$ cat src/source/core_consts.svh
`ifndef CORE_CONSTS_SVH
`define CORE_CONSTS_SVH

// datapath widths
`define XLEN           32
`define INST_LEN       32
`define REG_ADDRWIDTH  5
`define CSR_ADDRWIDTH  12

// data memory geometry
`define DMEM_DEPTH     256
`define DMEM_LATENCY   2    // request accepted to response valid

// addi x0, x0, 0
`define INST_NOP       32'h0000_0013

// machine-mode trap CSRs
`define CSR_MSTATUS    12'h300
`define CSR_MTVEC      12'h305
`define CSR_MEPC       12'h341
`define CSR_MCAUSE     12'h342
`define CSR_MTVAL      12'h343

// mstatus bit positions
`define MSTATUS_MIE    3
`define MSTATUS_MPIE   7

`endif

$ cat src/source/core_pkg.sv
`include "core_consts.svh"

package core_pkg;

  typedef enum logic [1:0] {
    MEM_NONE  = 2'd0,
    MEM_LOAD  = 2'd1,
    MEM_STORE = 2'd2
  } mem_op_e;

  typedef enum logic {
    MS_IDLE = 1'b0,
    MS_WAIT = 1'b1
  } ms_state_e;

  // execute stage output, one instruction
  typedef struct packed {
    logic [`XLEN-1:0]          pc;
    logic [`INST_LEN-1:0]      inst;
    mem_op_e                   mem_op;
    logic [`XLEN-1:0]          addr;        // alu result, byte address for loads/stores
    logic [`XLEN-1:0]          store_data;
    logic [`REG_ADDRWIDTH-1:0] rd;
    logic                      rd_we;
    logic                      csr_we;
    logic [`CSR_ADDRWIDTH-1:0] csr_addr;
    logic [`XLEN-1:0]          csr_wdata;
    logic                      trap;
    logic [`XLEN-1:0]          cause;
    logic [`XLEN-1:0]          tval;
  } ex_mem_t;

  typedef struct packed {
    logic [`XLEN-1:0]          pc;
    logic [`INST_LEN-1:0]      inst;
    logic [`REG_ADDRWIDTH-1:0] rd;
    logic                      rd_we;
    logic [`XLEN-1:0]          result;      // load data or alu result
    logic                      csr_we;
    logic [`CSR_ADDRWIDTH-1:0] csr_addr;
    logic [`XLEN-1:0]          csr_wdata;
    logic                      trap;
    logic [`XLEN-1:0]          cause;
    logic [`XLEN-1:0]          tval;
  } mem_wb_t;

  typedef struct packed {
    logic [`XLEN-1:0]          pc;
    logic [`INST_LEN-1:0]      inst;
    logic [`REG_ADDRWIDTH-1:0] rd;
    logic                      rd_we;
    logic [`XLEN-1:0]          rd_data;
    logic                      trap;
    logic [`XLEN-1:0]          redirect_pc;
  } commit_t;

endpackage

$ cat src/source/mem_stage.sv
`timescale 1ns/10ps
`include "core_consts.svh"

module mem_stage (
  input  logic                clk,
  input  logic                rst,
  input  logic                flush_i,
  input  logic                in_valid_i,
  output logic                in_ready_o,
  input  core_pkg::ex_mem_t   in_data_i,
  output logic                req_valid_o,
  output logic                req_we_o,
  output logic [`XLEN-1:0]    req_addr_o,
  output logic [`XLEN-1:0]    req_wdata_o,
  input  logic                rsp_valid_i,
  input  logic [`XLEN-1:0]    rsp_rdata_i,
  output logic                out_valid_o,
  input  logic                out_ready_i,
  output core_pkg::mem_wb_t   out_data_o
);

  core_pkg::ms_state_e state_q;
  core_pkg::ex_mem_t   pay_q;
  logic                out_valid_q;  // non-memory result waiting downstream
  logic                issued_q;     // request for pay_q sent
  logic                in_fire;
  logic                is_mem;
  logic                rsp_hit;
  logic [`XLEN-1:0]    result;

  assign in_ready_o = !rst && (state_q == core_pkg::MS_IDLE) && out_ready_i && !flush_i;
  assign in_fire    = in_valid_i && in_ready_o;
  // trapping ops never touch memory
  assign is_mem     = (in_data_i.mem_op != core_pkg::MEM_NONE) && !in_data_i.trap;

  // issue only once downstream can take the response
  assign req_valid_o = (state_q == core_pkg::MS_WAIT) && !issued_q && out_ready_i && !flush_i;
  assign req_we_o    = (pay_q.mem_op == core_pkg::MEM_STORE);
  assign req_addr_o  = pay_q.addr;
  assign req_wdata_o = pay_q.store_data;

  assign rsp_hit     = (state_q == core_pkg::MS_WAIT) && issued_q && rsp_valid_i;
  assign out_valid_o = out_valid_q || rsp_hit;
  assign result      = (rsp_hit && pay_q.mem_op == core_pkg::MEM_LOAD) ? rsp_rdata_i : pay_q.addr;

  always_comb begin
    out_data_o.pc        = pay_q.pc;
    out_data_o.inst      = pay_q.inst;
    out_data_o.rd        = pay_q.rd;
    out_data_o.rd_we     = pay_q.rd_we;
    out_data_o.result    = result;
    out_data_o.csr_we    = pay_q.csr_we;
    out_data_o.csr_addr  = pay_q.csr_addr;
    out_data_o.csr_wdata = pay_q.csr_wdata;
    out_data_o.trap      = pay_q.trap;
    out_data_o.cause     = pay_q.cause;
    out_data_o.tval      = pay_q.tval;
  end

  always_ff @(posedge clk) begin
    if (rst) begin
      state_q     <= core_pkg::MS_IDLE;
      out_valid_q <= 1'b0;
      issued_q    <= 1'b0;
    end else if (flush_i) begin
      // drop whatever is held; a late response is ignored in idle
      state_q     <= core_pkg::MS_IDLE;
      out_valid_q <= 1'b0;
      issued_q    <= 1'b0;
    end else begin
      case (state_q)
        core_pkg::MS_IDLE: begin
          if (out_valid_q && out_ready_i) begin
            out_valid_q <= 1'b0;
          end
          if (in_fire) begin
            if (is_mem) begin
              state_q  <= core_pkg::MS_WAIT;
              issued_q <= 1'b0;
            end else begin
              out_valid_q <= 1'b1;
            end
          end
        end
        core_pkg::MS_WAIT: begin
          if (req_valid_o) begin
            issued_q <= 1'b1;
          end
          if (rsp_hit) begin
            state_q <= core_pkg::MS_IDLE;  // result taken this cycle
          end
        end
        default: state_q <= core_pkg::MS_IDLE;
      endcase
    end
  end

  always_ff @(posedge clk) begin
    if (in_fire) begin
      pay_q <= in_data_i;
    end
  end

endmodule

$ cat config.mk
export PLATFORM = sky130hd
export DESIGN_NAME = mem_stage
export DESIGN_NICKNAME = d
export VERILOG_FILES = /design/src/source/core_pkg.sv /design/src/source/mem_stage.sv
export VERILOG_INCLUDE_DIRS = /design/src /design/src/source
export SDC_FILE = /design/constraint.sdc
export NUM_CORES = 1
export LEC_CHECK = 0
export ABC_AREA = 1
export BUFFER_PORTS_ARGS = -buffer_cell sky130_fd_sc_hd__buf_2
export CORE_AREA = 4 4 217 219
export DETAILED_ROUTE_END_ITERATION = 8
export DIE_AREA = 0 0 221 223
export MAX_ROUTING_LAYER = met4
export PLACE_DENSITY = 0.52
export SLEW_MARGIN = 10
export SYNTH_ARGS = -nofsm -noshare
export SYNTH_HDL_FRONTEND = slang
export SYNTH_SLANG_ARGS = --single-unit
$ cat constraint.sdc
create_clock -name clk -period 18.4 [get_ports clk]
set_input_delay 1.84 -clock clk [delete_from_list [all_inputs] [get_ports clk]]
set_output_delay 1.84 -clock clk [all_outputs]
set_load 0.02 [all_outputs]
==> summary.txt <==
Min path
  • Hold path startpoint: out_valid_q
  • Hold-critical path depth: 4
  • Class of the worst hold path: reg2reg
  • Hold Path End: out_valid_q

Synthesis
  • Post-Syn Area per Cell: 15.8 µm²
  • Number of synthesized register bits: 249
  • Post-synthesis cell type count: 15
  • Synthesis warning total: 0
  • Post-synthesis sequential area ratio: 75.4%
  • Post-Syn Nets: 911
  • Post-Syn Area: 9880 µm²
  • Cells after Synth: 627

STA
  • Clk_skew: 0.0135 ns
  • Fmax achieved: 191 MHz
  • Worst slew pin tran: 1.02 ns
  • Max transition margin: 32.2%
  • Post-route minimum period: 5.24 ns
  • Final setup fails: 0
  • Final Max Slew Viols: 0
  • TNS Setup: 0 ns
  • Final Hold Viols: 0
  • Post-route clock period utilization: 28.5%
  • RSZ-0062 raised after global routing: no

Layout
  • Final Non-Filler Cells: 1597
  • Share of cells above drive strength 1: 61.5%
  • Area Overhead vs Synth: 26.4%
  • Layout Nets: 1255

Critical path
  • CP arrival: 3.40 ns
  • Crit. End Element: output pin
  • Reg2Reg Depth: 4
  • R2R setup slack: 15.69 ns
  • Crit path max fanout: 35
  • WS Path Type: in2out
  • CP max-delay cell: nor2_4
  • CP cell instances: buf_2 > nand3_4 > nor2_4 > nand2_1 > nand2_1 > buf_2
  • WP data required: 16.56 ns
  • R2r endpoint: out_data_o[46]
  • Startpoint types: primary input
  • Worst r2r src: state_q
  • Worst path max stage delay: 0.71 ns

GRT
  • Initial antenna violation count: 6
  • Wire length of the first global-routing pass: 39400 µm
  • Pin count of the biggest net entering global routing: 95
  • Overflow after GRT: 0
  • Vias in the first global route: 6193
  • Total GRT Usage: 10.9%

Clock tree
  • Clk_lat worst skew: 0.56 ns
  • Post-CTS resize count: 0
  • H-tree depth: 1
  • CTS tree: done
  • Post-CTS setup buffer count: 0
  • Clock net sink count: 249
  • Clock Root Buffer: clkbuf_16
  • Cts bufs inserted: 29
  • Clk slew on worst S/H paths: 0.06 ns
  • Worst-case clock buffer depth: 3
  • # hold bufs at CTS: 0

Pwr
  • Peak supply drop: 0.0796 mV
  • Pleak: 0.00516 µW
  • Pwr Density: 102 nW/µm²

Placed design
  • Port bufs: 563
  • GPL Wtd Cong: 0.976
  • HPWL after DPL: 21900 µm
  • Placed Cells: 1540

Drt
  • Total Wirelength: 27800 µm
  • Via count: 5702
  • Initial DRC count: 209
  • Number of vias per cell: 3.57
  • Drc violations: 0
  • DRT Pass-1 Iters: 4
  • Avg WL per Cell: 17.4 µm
  • Routed Antenna Nets: 0

Floorplan
  • DIE HEIGHT: 223 µm
  • Die area: 49300 µm²
  • Placement row count: 78
  • Core Region: 45100 µm²
  • I/O Pins: 564
  • Die X-Extent: 221 µm
  • Initial Util: 21.9%

Run
  • Number of max-cap violations: 0

Status
  • Status: finished, final reports clean
-- worst max-delay path: cells and delay by family --
family                 cells  cell delay (ns)
and+or+nand+nor            4             1.27
buffers and inverters      2             0.27
-- metrics by stage --
stage	area [µm²]	hold WS (ns)	power (µW)	setup slack, ns	utilization, %
2_1_floorplan	9880	0.540	713	10.90	-
3_3_place_gp	11600	0.563	744	13.19	25.7
3_5_place_dp	11600	0.572	746	13.15	25.7
4_1_cts	12500	0.580	1300	13.15	27.7
5_1_grt	12500	0.644	1330	12.98	27.7
6_report	12500	0.574	1270	13.16	27.7
-- cell type report --
class / count / area, µm²
Clock inverter: 13 / 123
Sequential cell: 249 / 7450
Inverter: 6 / 30.0
Multi-Input combinational cell: 119 / 517
Antenna cell: 6 / 15.0
Fill cell: 4708 / 32600
Clock buffer: 38 / 759
Tap cell: 600 / 751
Timing Repair Buffer: 566 / 2840
-- per-layer routing --
layer | global-route usage [%] | wire length, µm
met1 | 11.7 | 10200
met2 | 18.2 | 13900
met3 | 4.07 | 2640
met4 | 4.27 | 1060
met5 | - | 0
-- registers in the layout (all words and copies together) (netlist names) --
name / flops
pay_q: 2
issued_q: 1
req_addr_o: 32
out_data_o: 180
out_valid_q: 1
req_wdata_o: 32
state_q: 1
-- synthesized netlist by cell type --
cell | number | area [µm²]
o21ai_0 | 33 | 165
nand3_4 | 1 | 17.5
buf_2 | 1 | 5.00
nand3_1 | 1 | 5.00
nor2_4 | 1 | 11.3
clkbuf_1 | 5 | 18.8
buf_4 | 244 | 1830
nor2_1 | 11 | 41.3
inv_1 | 6 | 22.5
o21bai_1 | 1 | 7.51
dfxtp_1 | 3 | 60.1
edfxtp_1 | 246 | 7390
buf_6 | 3 | 33.8
nand2_1 | 69 | 259
nor3_1 | 2 | 10.0
-- layout by cell type, fill, tap and decap left out, types with 2 or more instances in the layout --
cell type	instances
nor2_1	11
bufinv_16	2
clkbuf_1	9
inv_1	5
clkinv_1	2
buf_4	3
buf_2	563
clkinv_2	6
edfxtp_1	246
nand2_1	69
inv_6	2
dfxtp_1	3
nor3_1	2
o21ai_0	33
clkbuf_16	29
diode_2	6
-- power by group --
group / leakage [µW] / internal (µW) / total [µW] / switching (µW)
Sequential: 0.00226 / 643 / 648 / 5.28
Clock: 0.000432 / 317 / 540 / 223
Combinational: 0.00247 / 33.8 / 83.7 / 49.9
-- worst max-delay path by stage --
| stage | endpoint | slack, ns | depth (start not counted) | from |
|---|---|---|---|---|
| finish | out_data_o[124] | 13.16 | 6 | rsp_valid_i |
| global route | out_data_o[131] | 12.98 | 6 | rsp_valid_i |
| floorplan | out_data_o[0] | 10.90 | 3 | flush_i |
| detailed placement | out_data_o[124] | 13.15 | 6 | rsp_valid_i |
| global placement | out_data_o[131] | 13.19 | 6 | rsp_valid_i |
| CTS | out_data_o[124] | 13.15 | 6 | rsp_valid_i |
-- cell families after synthesis --
family          Yosys count  share of synthesized area, %
flops                   249                          75.4
simple gates             85                          3.48
compound gates           34                          1.75
buf+inv                 259                          19.4
No activity file was read; power rests on OpenSTA's default activity.
