[config.mk]
export PLATFORM = sky130hd
export DESIGN_NAME = wb_stage
export DESIGN_NICKNAME = d
export VERILOG_FILES = /design/src/source/core_pkg.sv /design/src/source/wb_stage.sv
export VERILOG_INCLUDE_DIRS = /design/src /design/src/source
export SDC_FILE = /design/constraint.sdc
export NUM_CORES = 1
export LEC_CHECK = 0
export ABC_AREA = 1
export BUFFER_PORTS_ARGS = -buffer_cell sky130_fd_sc_hd__buf_4
export CORE_MARGIN = 4
export CORE_UTILIZATION = 54
export DETAILED_ROUTE_END_ITERATION = 8
export HOLD_SLACK_MARGIN = 0.06
export PLACE_DENSITY = 0.79
export SLEW_MARGIN = 40
export SYNTH_ARGS = -nofsm -noshare
export SYNTH_HDL_FRONTEND = slang
export SYNTH_SLANG_ARGS = --single-unit
export TNS_END_PERCENT = 50
[constraint.sdc]
create_clock -name clk -period 24.5 [get_ports clk]
set_input_delay 1.225 -clock clk [delete_from_list [all_inputs] [get_ports clk]]
set_output_delay 1.225 -clock clk [all_outputs]
set_load 0.02 [all_outputs]
[src/source/core_consts.svh]
`ifndef CORE_CONSTS_SVH
`define CORE_CONSTS_SVH

// datapath widths
`define XLEN           32
`define INST_LEN       32
`define REG_ADDRWIDTH  5
`define CSR_ADDRWIDTH  12

// data memory geometry
`define DMEM_DEPTH     256
`define DMEM_LATENCY   2    // request accepted to response valid

// addi x0, x0, 0
`define INST_NOP       32'h0000_0013

// machine-mode trap CSRs
`define CSR_MSTATUS    12'h300
`define CSR_MTVEC      12'h305
`define CSR_MEPC       12'h341
`define CSR_MCAUSE     12'h342
`define CSR_MTVAL      12'h343

// mstatus bit positions
`define MSTATUS_MIE    3
`define MSTATUS_MPIE   7

`endif

[src/source/core_pkg.sv]
`include "core_consts.svh"

package core_pkg;

  typedef enum logic [1:0] {
    MEM_NONE  = 2'd0,
    MEM_LOAD  = 2'd1,
    MEM_STORE = 2'd2
  } mem_op_e;

  typedef enum logic {
    MS_IDLE = 1'b0,
    MS_WAIT = 1'b1
  } ms_state_e;

  // execute stage output, one instruction
  typedef struct packed {
    logic [`XLEN-1:0]          pc;
    logic [`INST_LEN-1:0]      inst;
    mem_op_e                   mem_op;
    logic [`XLEN-1:0]          addr;        // alu result, byte address for loads/stores
    logic [`XLEN-1:0]          store_data;
    logic [`REG_ADDRWIDTH-1:0] rd;
    logic                      rd_we;
    logic                      csr_we;
    logic [`CSR_ADDRWIDTH-1:0] csr_addr;
    logic [`XLEN-1:0]          csr_wdata;
    logic                      trap;
    logic [`XLEN-1:0]          cause;
    logic [`XLEN-1:0]          tval;
  } ex_mem_t;

  typedef struct packed {
    logic [`XLEN-1:0]          pc;
    logic [`INST_LEN-1:0]      inst;
    logic [`REG_ADDRWIDTH-1:0] rd;
    logic                      rd_we;
    logic [`XLEN-1:0]          result;      // load data or alu result
    logic                      csr_we;
    logic [`CSR_ADDRWIDTH-1:0] csr_addr;
    logic [`XLEN-1:0]          csr_wdata;
    logic                      trap;
    logic [`XLEN-1:0]          cause;
    logic [`XLEN-1:0]          tval;
  } mem_wb_t;

  typedef struct packed {
    logic [`XLEN-1:0]          pc;
    logic [`INST_LEN-1:0]      inst;
    logic [`REG_ADDRWIDTH-1:0] rd;
    logic                      rd_we;
    logic [`XLEN-1:0]          rd_data;
    logic                      trap;
    logic [`XLEN-1:0]          redirect_pc;
  } commit_t;

endpackage

[src/source/wb_stage.sv]
`timescale 1ns/10ps
`include "core_consts.svh"

module wb_stage (
  input  logic              clk,
  input  logic              rst,
  input  logic              in_valid_i,
  output logic              in_ready_o,
  input  core_pkg::mem_wb_t in_data_i,
  output logic              commit_valid_o,
  input  logic              commit_ready_i,
  output core_pkg::commit_t commit_o,
  output logic              flush_o,
  output logic [`XLEN-1:0]  redirect_pc_o
);

  core_pkg::mem_wb_t wb_q;
  logic              cv_q;
  logic              flush_q;
  logic [`XLEN-1:0]  redirect_q;
  logic              in_fire;
  logic              commit_fire;
  logic [`XLEN-1:0]  csr_rdata;

  logic [`XLEN-1:0]  rf [32];
  logic [`XLEN-1:0]  csr_mstatus;
  logic [`XLEN-1:0]  csr_mepc;
  logic [`XLEN-1:0]  csr_mcause;
  logic [`XLEN-1:0]  csr_mtval;
  logic [`XLEN-1:0]  csr_mtvec;

  assign commit_fire = cv_q && commit_ready_i;
  // nothing younger than a trap gets in, nor anything during the flush
  assign in_ready_o  = !flush_q && (!cv_q || (commit_ready_i && !wb_q.trap));
  assign in_fire     = in_valid_i && in_ready_o;

  assign commit_valid_o = cv_q;
  assign flush_o        = flush_q;
  assign redirect_pc_o  = redirect_q;

  // old value of the addressed csr
  always_comb begin
    case (wb_q.csr_addr)
      `CSR_MSTATUS: csr_rdata = csr_mstatus;
      `CSR_MEPC:    csr_rdata = csr_mepc;
      `CSR_MCAUSE:  csr_rdata = csr_mcause;
      `CSR_MTVAL:   csr_rdata = csr_mtval;
      `CSR_MTVEC:   csr_rdata = csr_mtvec;
      default:      csr_rdata = '0;
    endcase
  end

  always_comb begin
    commit_o.pc          = wb_q.pc;
    commit_o.inst        = wb_q.inst;
    commit_o.rd          = wb_q.rd;
    commit_o.rd_we       = wb_q.rd_we && !wb_q.trap;
    commit_o.rd_data     = wb_q.csr_we ? csr_rdata : wb_q.result;
    commit_o.trap        = wb_q.trap;
    commit_o.redirect_pc = wb_q.trap ? csr_mtvec : '0;
  end

  always_ff @(posedge clk) begin
    if (rst) begin
      cv_q        <= 1'b0;
      flush_q     <= 1'b0;
      csr_mstatus <= '0;
      csr_mepc    <= '0;
      csr_mcause  <= '0;
      csr_mtval   <= '0;
      csr_mtvec   <= '0;
      for (int i = 0; i < 32; i++) begin
        rf[i] <= '0;
      end
    end else begin
      flush_q <= commit_fire && wb_q.trap;  // one cycle after the trap commits
      if (in_fire) begin
        cv_q <= 1'b1;
      end else if (commit_fire) begin
        cv_q <= 1'b0;
      end

      if (commit_fire && wb_q.trap) begin
        csr_mepc                   <= wb_q.pc;
        csr_mcause                 <= wb_q.cause;
        csr_mtval                  <= wb_q.tval;
        csr_mstatus[`MSTATUS_MPIE] <= csr_mstatus[`MSTATUS_MIE];
        csr_mstatus[`MSTATUS_MIE]  <= 1'b0;
      end else if (commit_fire) begin
        if (wb_q.csr_we) begin
          case (wb_q.csr_addr)
            `CSR_MSTATUS: csr_mstatus <= wb_q.csr_wdata;
            `CSR_MEPC:    csr_mepc    <= wb_q.csr_wdata;
            `CSR_MCAUSE:  csr_mcause  <= wb_q.csr_wdata;
            `CSR_MTVAL:   csr_mtval   <= wb_q.csr_wdata;
            `CSR_MTVEC:   csr_mtvec   <= wb_q.csr_wdata;
            default:      ;  // unknown csr, write dropped
          endcase
        end
        if (wb_q.rd_we && wb_q.rd != '0) begin
          rf[wb_q.rd] <= commit_o.rd_data;  // x0 stays zero
        end
      end
    end
  end

  always_ff @(posedge clk) begin
    if (in_fire) begin
      wb_q <= in_data_i;
    end
    if (commit_fire && wb_q.trap) begin
      redirect_q <= csr_mtvec;
    end
  end

endmodule

==> key figures <==
STA
  • Setup TNS: 0 ns
  • Crit share post-route: about 17%
  • RSZ-0062 raised after global routing: false
  • Worst relative slew slack: a little over two fifths
  • FMAX: 234 MHz
  • Slew at the pin closest to its max-slew limit: about 0.84 ns
  • Tmin final: 4.27 ns
  • Final hold vios: 0
  • # setup viols final: 0
  • Setup WS post-layout: 20.23 ns
  • Clock Skews: 0.0259 ns
  • Max-slew violations: 0

Logic synthesis
  • Top cell type's share of synthesized area: between 40% and 50%
  • Post-Syn Instances: 1,844
  • Mean post-synth cell area: roughly 9.3 µm²
  • Yosys warns: 0
  • Post-Synthesis Cell Area: between 15,000 and 20,000 µm²
  • Flops & latches, synth: 406
  • Sequential element share of the synthesized area: between 60% and 70%
  • Yosys cell types: 27
  • Synth Net Count: 2,060
  • Dominant cells by area after synthesis: edfxtp_1, dfxtp_1, nand2_1
  • Top cell type by total area after synthesis: edfxtp_1

Critical path
  • End of the critical path: commit_o[48]
  • CP Max Fanout: 53
  • CP Capture Type: output pin
  • WP data required: roughly 23 ns
  • CP startpoint kind: flip-flop
  • RR Endpoint: commit_o[98]
  • R2R Setup Slk: approximately 21 ns
  • Worst EP arrival: 3.04 ns
  • Reg2reg path depth: 7
  • R2R Path Start: commit_o[32]
  • Crit. Startpoint: wb_q[102]
  • CP Class: reg2out

Routing
  • Routed vias/inst: 5.45
  • DR iter-0 viols: 1,787
  • Final ANT Viol Nets: 0
  • Detailed-route wire length per cell: between 20 and 25 µm
  • Drc violations: 0
  • DR pass1 iterations: 6
  • Vias: 13,848
  • WL final: between 50,000 and 60,000 µm

Power
  • Sw power: approximately 360 µW
  • Sw Ratio: about a quarter
  • Total design power: ~1600 µW
  • Leakage: roughly 0.0094 µW
  • Clock power frac: 41.1%
  • Worst VDD drop: 56.9 µV
  • Pwr Density: roughly 74 nW/µm²
  • Gate power share: roughly 9%
  • Seq pwr share: 50.1%
  • Power Internal: 1190 µW

Outcome
  • Outcome: completed

Floorplan
  • Io pins: a little under 400
  • Core area: 30,900 µm²
  • Chip height: about 190 µm
  • Die Area: around 35,000 µm²
  • Die X: about 190 µm
  • Rows: 64
  • Initial core utilization: about 55%

Clocking
  • Clk sinks: 406
  • CTS hold repair buffers: 0
  • CTS H-tree depth: 2
  • Clk buf depth: 3
  • Worst-Skew Late Latency: around 0.54 ns
  • Post-CTS setup buffer count: 0
  • Root buf cell: clkbuf_16
  • Clk slew on worst S/H paths: around 0.060 ns
  • CTS Buf Count: 42
  • CTS tree: yes
  • Post-cts sizing count: 0

Placement
  • Buffers added on ports: between 300 and 400
  • Routability congestion estimate: around 0.89
  • Dpl ws: between 20 and 25 ns
  • Post-DP Area: approximately 20,000 µm²
  • DP HPWL: around 35,000 µm

GRT
  • First-pass GRT wire length: about 76,000 µm
  • All-Layer GR Usage: between 20 and 30%
  • Vias in the first global route: around 13,000
  • Largest net degree at the start of global routing: between 100 and 150
  • Gr ovfl total: 0
  • Antenna violations before repair: 1

Layout
  • Fin util: between 60% and 70%
  • Ant. Diodes: 0
  • Fillers: around 2,500
  • Nets@finish: between 2,000 and 2,500
  • Layout cells sized above 1: between 20% and 30%
  • Area growth from synthesis to layout: 22.6%
  • Final instance area: about 21,000 µm²

Worst hold path
  • Hold Crit Class: reg2reg

Job
  • Max Cap Viol: 0
-- placed cells by master (no fill, tap or decap), types with 12 or more instances in the layout --
master     netlist  routed
nand2_1        413     412
buf_4           75     397
nor2_1         326     325
edfxtp_1       244     244
dfxtp_1        162     162
nand3_1        151     150
inv_1          138     137
o21ai_0         87      87
clkbuf_16        0      43
a21oi_1         33      33
nor3_1          30      30
a211oi_1        21      21
o21bai_1        15      15
a211oi_2        12      12
-- cells by family after synthesis --
group	Yosys count	share of synthesized area, %
AO/OA/AOI/OAI	177	6.24
buffers and inverters	321	9.39
flip-flops	406	61.9
AND/OR/NAND/NOR	940	22.5
-- worst min-delay path by stage --
stage	startpoint	to	slack [ns]	cells past startpoint
after floorplan	csr_mtvec[0]	redirect_pc_o[0]	0.45	0
after global placement	csr_mtvec[4]	redirect_pc_o[4]	0.47	0
after detailed placement	csr_mtvec[12]	redirect_pc_o[12]	0.48	0
after CTS	csr_mtvec[12]	redirect_pc_o[12]	0.49	0
after global routing	csr_mstatus[3]	csr_mstatus[3]	0.51	2
final	csr_mtvec[12]	csr_mtvec[12]	0.49	2
-- layout make-up --
type	count	area [µm²]	share of cell area [%]
tap	396	495	2.37
multi-input combinational	1117	4920	23.5
clock buffer	56	1160	5.56
timing repair buffer	401	3030	14.4
sequential	406	10600	50.5
inverter	145	547	2.61
clock inverter	21	219	1.05
-- stage by stage --
stage / hold WS [ns] / instances
2_1_floorplan: 0.453 / 1844
3_3_place_gp: 0.472 / 2465
3_5_place_dp: 0.483 / 2465
4_1_cts: 0.493 / 2542
5_1_grt: 0.513 / 2542
6_report: 0.495 / 2542
-- Yosys cell counts --
master,number
a211oi_1,21
a211oi_2,12
a21oi_1,33
buf_1,5
buf_2,58
buf_4,75
buf_6,6
clkbuf_1,32
dfxtp_1,162
edfxtp_1,244
inv_1,138
inv_2,7
nand2_1,413
nand2_2,6
nand3_1,151
nand3_2,2
nand3_4,1
nand4_1,1
nor2_1,326
nor2_2,5
nor2_4,2
nor3_1,30
nor3_2,1
nor3b_1,2
o21ai_0,87
o21ai_1,9
o21bai_1,15
-- sequential cells by signal, indices dropped and copies added (netlist names) --
name,cells
csr_mtvec,32
csr_mstatus,32
redirect_pc_o,32
csr_mcause,32
commit_o,70
csr_mtval,32
flush_o,1
csr_mepc,32
commit_valid_o,1
wb_q,142
-- critical path, cell delays in order, from the launching register on --
cell      delay (ns)
edfxtp_1        0.36
nor2_1          0.17
nand2_1         0.14
nor2_4          0.12
buf_4           0.49
nand2_2         0.39
o21bai_1        0.23
inv_1           0.06
a21oi_1         0.31
buf_4           0.21
-- routing by layer --
metal / vias to the layer above / GRT usage (%) / share of wire [%]
met2: 834 / 41.5 / 43
met1: 6464 / 43.7 / 43
met4: 2 / 6.79 / 2.3
li1: 6466 / - / -
met3: 82 / 7.17 / 12
met5: - / 0 / 0.025
-- power groups by stage --
stage	sequential, µW	clock (µW)	combinational (µW)
global placement	793	0	135
detailed placement	794	0	136
finish	780	640	137
CTS	779	646	137
global route	782	679	147
floorplan	802	0	75.4
Note: power is estimated with default switching activity, not from simulation.
