## config.mk

```make
export PLATFORM = sky130hd
export DESIGN_NAME = mem_wb_reg
export DESIGN_NICKNAME = d
export VERILOG_FILES = /design/src/source/core_pkg.sv /design/src/source/mem_wb_reg.sv
export VERILOG_INCLUDE_DIRS = /design/src /design/src/source
export SDC_FILE = /design/constraint.sdc
export NUM_CORES = 1
export LEC_CHECK = 0
export BUFFER_PORTS_ARGS = -buffer_cell sky130_fd_sc_hd__buf_2
export CORE_ASPECT_RATIO = 0.9
export CORE_MARGIN = 2
export CORE_UTILIZATION = 47
export DETAILED_ROUTE_END_ITERATION = 7
export GPL_ROUTABILITY_DRIVEN = 1
export HOLD_SLACK_MARGIN = 0.06
export PLACE_DENSITY = 0.75
export RECOVER_POWER = 25
export SKIP_CTS_REPAIR_TIMING = 1
export SYNTH_ARGS = -nofsm -noshare
export SYNTH_HDL_FRONTEND = slang
export SYNTH_SLANG_ARGS = --single-unit
```

## constraint.sdc

```tcl
create_clock -name clk -period 9.9 [get_ports clk]
set_clock_uncertainty 0.2 [all_clocks]
set_input_delay 1.485 -clock clk [delete_from_list [all_inputs] [get_ports clk]]
set_output_delay 1.485 -clock clk [all_outputs]
set_load 0.01 [all_outputs]
```

## src/source/core_consts.svh

```systemverilog
`ifndef CORE_CONSTS_SVH
`define CORE_CONSTS_SVH

// datapath widths
`define XLEN           32
`define INST_LEN       32
`define REG_ADDRWIDTH  5
`define CSR_ADDRWIDTH  12

// data memory geometry
`define DMEM_DEPTH     256
`define DMEM_LATENCY   2    // request accepted to response valid

// addi x0, x0, 0
`define INST_NOP       32'h0000_0013

// machine-mode trap CSRs
`define CSR_MSTATUS    12'h300
`define CSR_MTVEC      12'h305
`define CSR_MEPC       12'h341
`define CSR_MCAUSE     12'h342
`define CSR_MTVAL      12'h343

// mstatus bit positions
`define MSTATUS_MIE    3
`define MSTATUS_MPIE   7

`endif

```

## src/source/core_pkg.sv

```systemverilog
`include "core_consts.svh"

package core_pkg;

  typedef enum logic [1:0] {
    MEM_NONE  = 2'd0,
    MEM_LOAD  = 2'd1,
    MEM_STORE = 2'd2
  } mem_op_e;

  typedef enum logic {
    MS_IDLE = 1'b0,
    MS_WAIT = 1'b1
  } ms_state_e;

  // execute stage output, one instruction
  typedef struct packed {
    logic [`XLEN-1:0]          pc;
    logic [`INST_LEN-1:0]      inst;
    mem_op_e                   mem_op;
    logic [`XLEN-1:0]          addr;        // alu result, byte address for loads/stores
    logic [`XLEN-1:0]          store_data;
    logic [`REG_ADDRWIDTH-1:0] rd;
    logic                      rd_we;
    logic                      csr_we;
    logic [`CSR_ADDRWIDTH-1:0] csr_addr;
    logic [`XLEN-1:0]          csr_wdata;
    logic                      trap;
    logic [`XLEN-1:0]          cause;
    logic [`XLEN-1:0]          tval;
  } ex_mem_t;

  typedef struct packed {
    logic [`XLEN-1:0]          pc;
    logic [`INST_LEN-1:0]      inst;
    logic [`REG_ADDRWIDTH-1:0] rd;
    logic                      rd_we;
    logic [`XLEN-1:0]          result;      // load data or alu result
    logic                      csr_we;
    logic [`CSR_ADDRWIDTH-1:0] csr_addr;
    logic [`XLEN-1:0]          csr_wdata;
    logic                      trap;
    logic [`XLEN-1:0]          cause;
    logic [`XLEN-1:0]          tval;
  } mem_wb_t;

  typedef struct packed {
    logic [`XLEN-1:0]          pc;
    logic [`INST_LEN-1:0]      inst;
    logic [`REG_ADDRWIDTH-1:0] rd;
    logic                      rd_we;
    logic [`XLEN-1:0]          rd_data;
    logic                      trap;
    logic [`XLEN-1:0]          redirect_pc;
  } commit_t;

endpackage

```

## src/source/mem_wb_reg.sv

```systemverilog
`timescale 1ns/10ps
`include "core_consts.svh"

module mem_wb_reg (
  input  logic              clk,
  input  logic              rst,
  input  logic              flush_i,
  input  logic              in_valid_i,
  output logic              in_ready_o,
  input  core_pkg::mem_wb_t in_data_i,
  output logic              out_valid_o,
  input  logic              out_ready_i,
  output core_pkg::mem_wb_t out_data_o
);

  core_pkg::mem_wb_t main_q;
  core_pkg::mem_wb_t buf_q;     // capture buffer for data that cannot wait
  logic              main_valid;
  logic              buf_valid;
  logic              main_free;
  logic              in_fire;

  // flushed entry turns into a harmless nop
  function automatic core_pkg::mem_wb_t kill_entry(core_pkg::mem_wb_t e);
    core_pkg::mem_wb_t k;
    k        = e;
    k.rd_we  = 1'b0;
    k.csr_we = 1'b0;
    k.trap   = 1'b0;
    k.inst   = `INST_NOP;
    return k;
  endfunction

  assign in_ready_o  = !buf_valid;  // room while the buffer is empty
  assign in_fire     = in_valid_i && in_ready_o;
  assign main_free   = !main_valid || out_ready_i;
  assign out_valid_o = main_valid;
  assign out_data_o  = main_q;

  always_ff @(posedge clk) begin
    if (rst) begin
      main_valid <= 1'b0;
      buf_valid  <= 1'b0;
    end else if (flush_i) begin
      main_valid <= 1'b0;
      buf_valid  <= 1'b0;
    end else if (main_free) begin
      // older buffered item goes first, input is blocked meanwhile
      main_valid <= buf_valid || in_fire;
      buf_valid  <= 1'b0;
    end else if (in_fire) begin
      buf_valid <= 1'b1;  // main stalled, park the arrival
    end
  end

  always_ff @(posedge clk) begin
    if (flush_i) begin
      main_q <= kill_entry(main_q);
      buf_q  <= kill_entry(buf_q);
    end else if (main_free) begin
      main_q <= buf_valid ? buf_q : in_data_i;
    end else if (in_fire) begin
      buf_q <= in_data_i;
    end
  end

endmodule

```

==> results.py, run 1 <==
metrics = {
    "status": {
        "status": "complete, but fails checks",
        "violations": "capacitance limit, slew limit",
    },
    "timing": {
        "fin_crit_ns": 5.68,
        "min_period_over_period": 0.574,
        "hold_violations": 0,
        "timing.hold.ws_ns": 0.274,
        "setup_tns_ns": 0,
        "maxClockFrequency_mhz": 176,
        "finalMaxSlewViolations": 164,
        "worst_slack_ns": 4.22,
        "finalSetupViolations": 0,
        "rsz0062_at_grt": "no",
        "worst_slew_pin_slew_ns": 3.91,
        "slew_headroom": -1.61,
    },
    "synthesis": {
        "syn-cell-area_um2": 16200,
        "ys_seq_elements": 426,
        "synth-seq-area-share": 0.743,
        "syn_inst": 878,
        "synth_nets": 1095,
        "yosysTopAreaCell": "edfxtp_1",
        "synthDistinctLibCells": 23,
        "ys_warn_count": 0,
        "synthTopCellsByArea": "edfxtp_1, mux2_2, dfxtp_1",
        "syn_area_per_cell_um2": 18.5,
        "yosys.area.top_type_share": 0.654,
    },
    "placement": {
        "dp_slack_ns": 5.11,
        "placedInstanceArea_um2": 18700,
        "portBuffers": 430,
        "dp_cells": 1725,
        "hpwlAfterDp_mm": 24.9,
        "place_congestion": 0.806,
    },
    "critical_path": {
        "required_ns": 9.98,
        "rr_worst_depth": 3,
        "path_class": "register to register",
        "rrSetupSlack_ns": 4.22,
        "r2r_end": "out_data_o[121]",
        "worstPathArrival_ns": 5.76,
        "start_kind": "register",
        "critPathCaptureType": "register",
        "timing.rr.start": "buf_valid",
        "path_max_fanout": 77,
    },
    "global_routing": {
        "track_usage": 0.198,
        "grt_pass1_vias": 9318,
        "grt_pass1_wl_mm": 54.5,
        "overflow": 0,
        "antenna_found_initial": 7,
        "grt_max_degree": 132,
    },
    "clocking": {
        "cts_buffers": 43,
        "tritoncts": "done",
        "cts_sinks": 426,
        "cts_buffer_depth": 3,
        "clk_pin_slew_ns": 0.06,
        "insertion_delay_ns": 0.54,
        "cts_root_buf": "clkbuf_16",
        "htreeDepth": 2,
    },
    "routing": {
        "drc_errors": 0,
        "via_per_inst": 5.10,
        "vias": 9225,
        "postRouteAntennaNets": 0,
        "drt_iter0_drc": 513,
        "drt-total-wl_mm": 36.9,
        "wire_per_inst_um": 20.4,
        "firstDrtPassIters": 4,
    },
    "die": {
        "fp.dieW_um": 200,
        "start_util": 0.477,
        "die_area_um2": 36100,
        "num_rows": 64,
        "io_pins": 431,
        "core_region_area_um2": 34000,
        "die_y_um": 180,
    },
    "power_and_ir_drop": {
        "leakage_nw": 7.08,
        "power.total_mw": 3.83,
        "power_density_nw_per_um2": 192,
        "vdd_ir_drop_max_v": 0.000102,
    },
    "cells_and_area": {
        "final_cells": 1808,
        "final_core_util": 0.586,
        "layout_commonest_cell": "edfxtp_1",
        "area_growth_pct": 22.8,
        "fin_area_um2": 19900,
        "layout_common_cells": "edfxtp_1, buf_2, mux2_2, clkbuf_1, dfxtp_1",
        "drive_gt1_frac": 0.422,
        "finalNetCount": 1525,
    },
    "min_path": {
        "holdPathEnd": "buf_q[161]",
        "hold_path_class": "register to register",
        "hold_path_startpoint": "buf_q[161]",
        "hold_depth": 2,
    },
    "run": {
        "drv_cap": 3,
    },
}
where the power goes:
group | switching [mW] | internal, mW | total [mW]
clock network | 0.659 | 0.907 | 1.57
registers | 0.0190 | 2.01 | 2.03
logic | 0.133 | 0.106 | 0.239
final cells by class:
type	count	area (µm²)
tap	462	578
fill	2586	14100
multi-input combinational	395	3830
sequential	426	12100
clock inverter	25	239
inverter	2	7.51
antenna	6	15.0
timing repair buffer	440	2100
clock buffer	52	1110
registers in the layout (all words and copies together) (netlist names):
register,flops
buf_valid,1
out_data_o,212
buf_q,212
out_valid_o,1
how the worst max path moves through the flow:
stage                            from               to  slack (ns)
after floorplan           out_ready_i    out_data_o[0]        2.69
after global placement    out_ready_i        buf_q[66]        5.13
after detailed placement  out_ready_i        buf_q[75]        5.11
after CTS                 out_ready_i        buf_q[47]        5.71
after global routing        buf_valid   out_data_o[72]        3.91
final                       buf_valid  out_data_o[121]        4.22
layer usage:
layer / routed length [µm] / share of wire / up-vias / GRT usage
met5: 7 / 0.00019 / - / 0
met3: 3330 / 0.090 / 65 / 0.0702
met2: 18200 / 0.49 / 334 / 0.325
li1: - / - / 4267 / -
met1: 14500 / 0.39 / 4557 / 0.245
met4: 875 / 0.024 / 2 / 0.0655
critical path, stage by stage, from the launching register on:
cell	delay (ns)
dfxtp_1	1.01
clkbuf_1	2.58
buf_4	1.11
mux2_2	0.43
synth_stat cells:
cell and instances:
mux2i_1 70, and2b_1 1, edfxtp_1 354, nand2b_1 65, inv_1 2, and4bb_1 1
buf_12 3, dfxtp_1 72, or4bb_1 15, o31ai_1 32, buf_1 1, nor2_1 8
clkbuf_1 17, buf_2 17, buf_4 15, a31oi_1 3, and2_1 1, buf_6 2
mux2_2 177, nor4b_1 3, nand4bb_1 17, nor4_1 1, a211oi_1 1
cell families (layout without fill, tap and decap cells):
family          Yosys count  after routing  synth area share
buf+inv                  57            519            0.0219
flops                   426            426             0.743
compound gates           36             36            0.0164
mux                     247            247             0.166
simple gates            112            112            0.0527
other cells               0              6                 0
Note: power is estimated with default switching activity, not from simulation.
==> inputs of run 2 (changes only) <==
--- a/config.mk
+++ b/config.mk
@@ -6,14 +6,15 @@
 export SDC_FILE = /design/constraint.sdc
 export NUM_CORES = 1
 export LEC_CHECK = 0
+export ABC_AREA = 1
 export BUFFER_PORTS_ARGS = -buffer_cell sky130_fd_sc_hd__buf_2
 export CORE_ASPECT_RATIO = 0.9
 export CORE_MARGIN = 2
-export CORE_UTILIZATION = 47
+export CORE_UTILIZATION = 50
 export DETAILED_ROUTE_END_ITERATION = 7
 export GPL_ROUTABILITY_DRIVEN = 1
 export HOLD_SLACK_MARGIN = 0.06
-export PLACE_DENSITY = 0.75
+export PLACE_DENSITY = 0.77
 export RECOVER_POWER = 25
 export SKIP_CTS_REPAIR_TIMING = 1
 export SYNTH_ARGS = -nofsm -noshare
==> constraint.sdc (replaced) <==
create_clock -name clk -period 5.91 [get_ports clk]
set_clock_uncertainty 0.2 [all_clocks]
set_input_delay 0.8865 -clock clk [delete_from_list [all_inputs] [get_ports clk]]
set_output_delay 0.8865 -clock clk [all_outputs]
set_load 0.01 [all_outputs]
==> results.py, run 2 <==
metrics = {
    "critical_path": {
        "path_class": "primary input to register",
        "rrSetupSlack_ns": 1.95,
        "crit_path_start": "out_ready_i",
        "path_max_fanout": 78,
        "worstPathCellList": "buf_2 -> nor2_4 -> clkbuf_1 -> nor2_4 -> buf_4",
        "required_ns": 5.84,
        "cpMostUsedCell": "nor2_4",
        "max_stage_delay_ns": 2.06,
        "timing.rr.start": "out_valid_o",
        "rr_worst_depth": 5,
        "cp-endpoint": "out_data_o[50]",
        "cpLargestDelayFamily": "buffers and inverters",
        "worstPathArrival_ns": 3.93,
        "crit_path_top_delay_cell": "clkbuf_1",
        "critPathCaptureType": "register",
        "r2r_end": "out_data_o[50]",
        "cp.depth": 5,
        "start_kind": "primary input",
        "cp_num_buf_inv": 3,
    },
    "synthesis": {
        "ys_seq_elements": 426,
        "synthTopCellsByArea": "edfxtp_1, nand2_1, dfxtp_1",
        "ys.flop_type": "edfxtp_1",
        "synthTopCellsByCount": "nand2_1, edfxtp_1, dfxtp_1",
        "syn-cell-area_um2": 15900,
        "synth_edf_count": 354,
        "yosys.area.top_type_share": 0.667,
        "ys_warn_count": 0,
        "yosysTopAreaCell": "edfxtp_1",
        "syn_area_per_cell_um2": 11.4,
        "synthDistinctLibCells": 15,
        "synth.most_common_cell": "nand2_1",
        "syn_inst": 1392,
        "async_reset_ff_frac": 0,
        "synth_nets": 1609,
        "synth-seq-area-share": 0.758,
    },
    "min_path": {
        "hold_path_class": "register to register",
        "hold_path_startpoint": "buf_q[148]",
    },
    "clocking": {
        "tritoncts": "done",
        "cts_root_buf": "clkbuf_16",
        "insertion_delay_ns": 0.52,
        "cts_buffers": 43,
        "clk_pin_slew_ns": 0.06,
        "cts_buffer_depth": 3,
        "cts_sinks": 426,
        "htreeDepth": 2,
    },
    "run": {
        "drv_cap": 1,
    },
    "placement": {
        "hpwlAfterDp_mm": 26.2,
        "portBuffers": 430,
        "dp_cells": 2172,
        "place_congestion": 0.824,
    },
    "routing": {
        "postRouteAntennaNets": 0,
        "drc_errors": 0,
        "wire_per_inst_um": 17.7,
        "firstDrtPassIters": 5,
        "vias": 11411,
        "drt_iter0_drc": 921,
        "drt-total-wl_mm": 39.9,
        "via_per_inst": 5.05,
    },
    "die": {
        "start_util": 0.512,
        "die_y_um": 173,
        "core_region_area_um2": 31100,
        "die_area_um2": 33300,
        "fp.dieW_um": 192,
        "io_pins": 431,
        "num_rows": 61,
    },
    "cells_and_area": {
        "area_growth_pct": 22.8,
        "fill_cells": 2421,
        "final_cells": 2261,
        "drive_gt1_frac": 0.192,
        "layout_commonest_cell": "nand2_1",
        "layout_common_cells": "nand2_1, edfxtp_1, buf_2, clkbuf_1, dfxtp_1",
        "finalNetCount": 2025,
    },
    "timing": {
        "finalMaxSlewViolations": 70,
        "hold_violations": 0,
        "fin_crit_ns": 4.00,
        "maxClockFrequency_mhz": 250,
        "worst_slew_pin_slew_ns": 2.90,
        "finalSetupViolations": 0,
        "min_period_over_period": 0.677,
        "setup_tns_ns": 0,
        "slew_headroom": -0.931,
        "rsz0062_at_grt": "no",
    },
    "power_and_ir_drop": {
        "leakage_nw": 8.20,
        "power_density_nw_per_um2": 328,
        "vdd_ir_drop_max_v": 0.000255,
        "power.total_mw": 6.42,
    },
    "global_routing": {
        "grt_max_degree": 192,
        "track_usage": 0.235,
        "grt_pass1_wl_mm": 61.3,
        "grt_pass1_vias": 11313,
        "antenna_found_initial": 11,
        "overflow": 0,
    },
    "status": {
        "status": "complete, but fails checks",
        "violations": "capacitance limit, slew limit",
    },
}
## run 2: cell count changes in the layout (fill, tap and decap cells not counted), moves of 32 or more
cell      previous run  this run
nand2_1              0       685
mux2_2             177         0
mux2i_1             70         0
nand3_1              0        70
nand2b_1            65         0
nor2_1               7        66
clkbuf_1           121       168
buf_2              318       273
inv_1                2        35
o21ai_0              0        33
o31ai_1             32         0
## run 2: cells by family (layout without fill, tap and decap cells)
kind of cell / after synthesis / count (layout) / synth area share
flip-flops: 426 / 426 / 0.758
other: 0 / 9 / 0
AND/OR/NAND/NOR: 826 / 826 / 0.201
AO/OA/AOI/OAI: 33 / 33 / 0.0104
buffers and inverters: 107 / 558 / 0.0312
## run 2: worst register-to-register path: stages, from the launching register on
cell      delay (ns)
dfxtp_1         0.38
inv_1           0.09
nor2_4          0.09
clkbuf_1        2.06
nor2_4          0.12
buf_4           0.53
## run 2: worst min-delay path by stage
stage,depth (start not counted),end,slack [ns]
4_1_cts,2,buf_q[148],0.27
2_1_floorplan,2,buf_q[148],0.24
5_1_grt,2,out_data_o[155],0.29
6_report,2,buf_q[148],0.27
3_3_place_gp,2,out_data_o[148],0.25
3_5_place_dp,2,out_data_o[148],0.25
## run 2: per-layer routing
layer  GRT usage  part of all wire  vias to the layer above
met5           0            0.0014                        -
met4      0.0992             0.039                        8
met3      0.0630             0.095                      103
met2       0.383              0.48                      553
met1       0.297              0.38                     5315
li1            -                 -                     5432
## run 2: per-stage QoR
step	hold WS, ns	setup slack [ns]	cell area [µm²]	util
after floorplan	0.242	1.23	15900	-
after global placement	0.252	2.41	18400	0.591
after detailed placement	0.250	2.36	18400	0.591
after CTS	0.272	2.80	19700	0.634
after global routing	0.295	1.62	19600	0.628
final	0.272	1.91	19600	0.628
## run 2: power by group
part           switching [mW]  internal (mW)
Clock                    1.10           1.50
Sequential             0.0406           3.38
Combinational           0.260          0.142
## run 2: cell type report
type                       instances  area [µm²]  area share
antenna                            9        22.5     0.00115
clock buffer                      57        1180      0.0603
clock inverter                    23         174     0.00889
inverter                          37         144     0.00735
multi-input combinational        859        3390       0.173
sequential                       426       12100       0.617
tap                              409         512      0.0262
timing repair buffer             441        2070       0.106
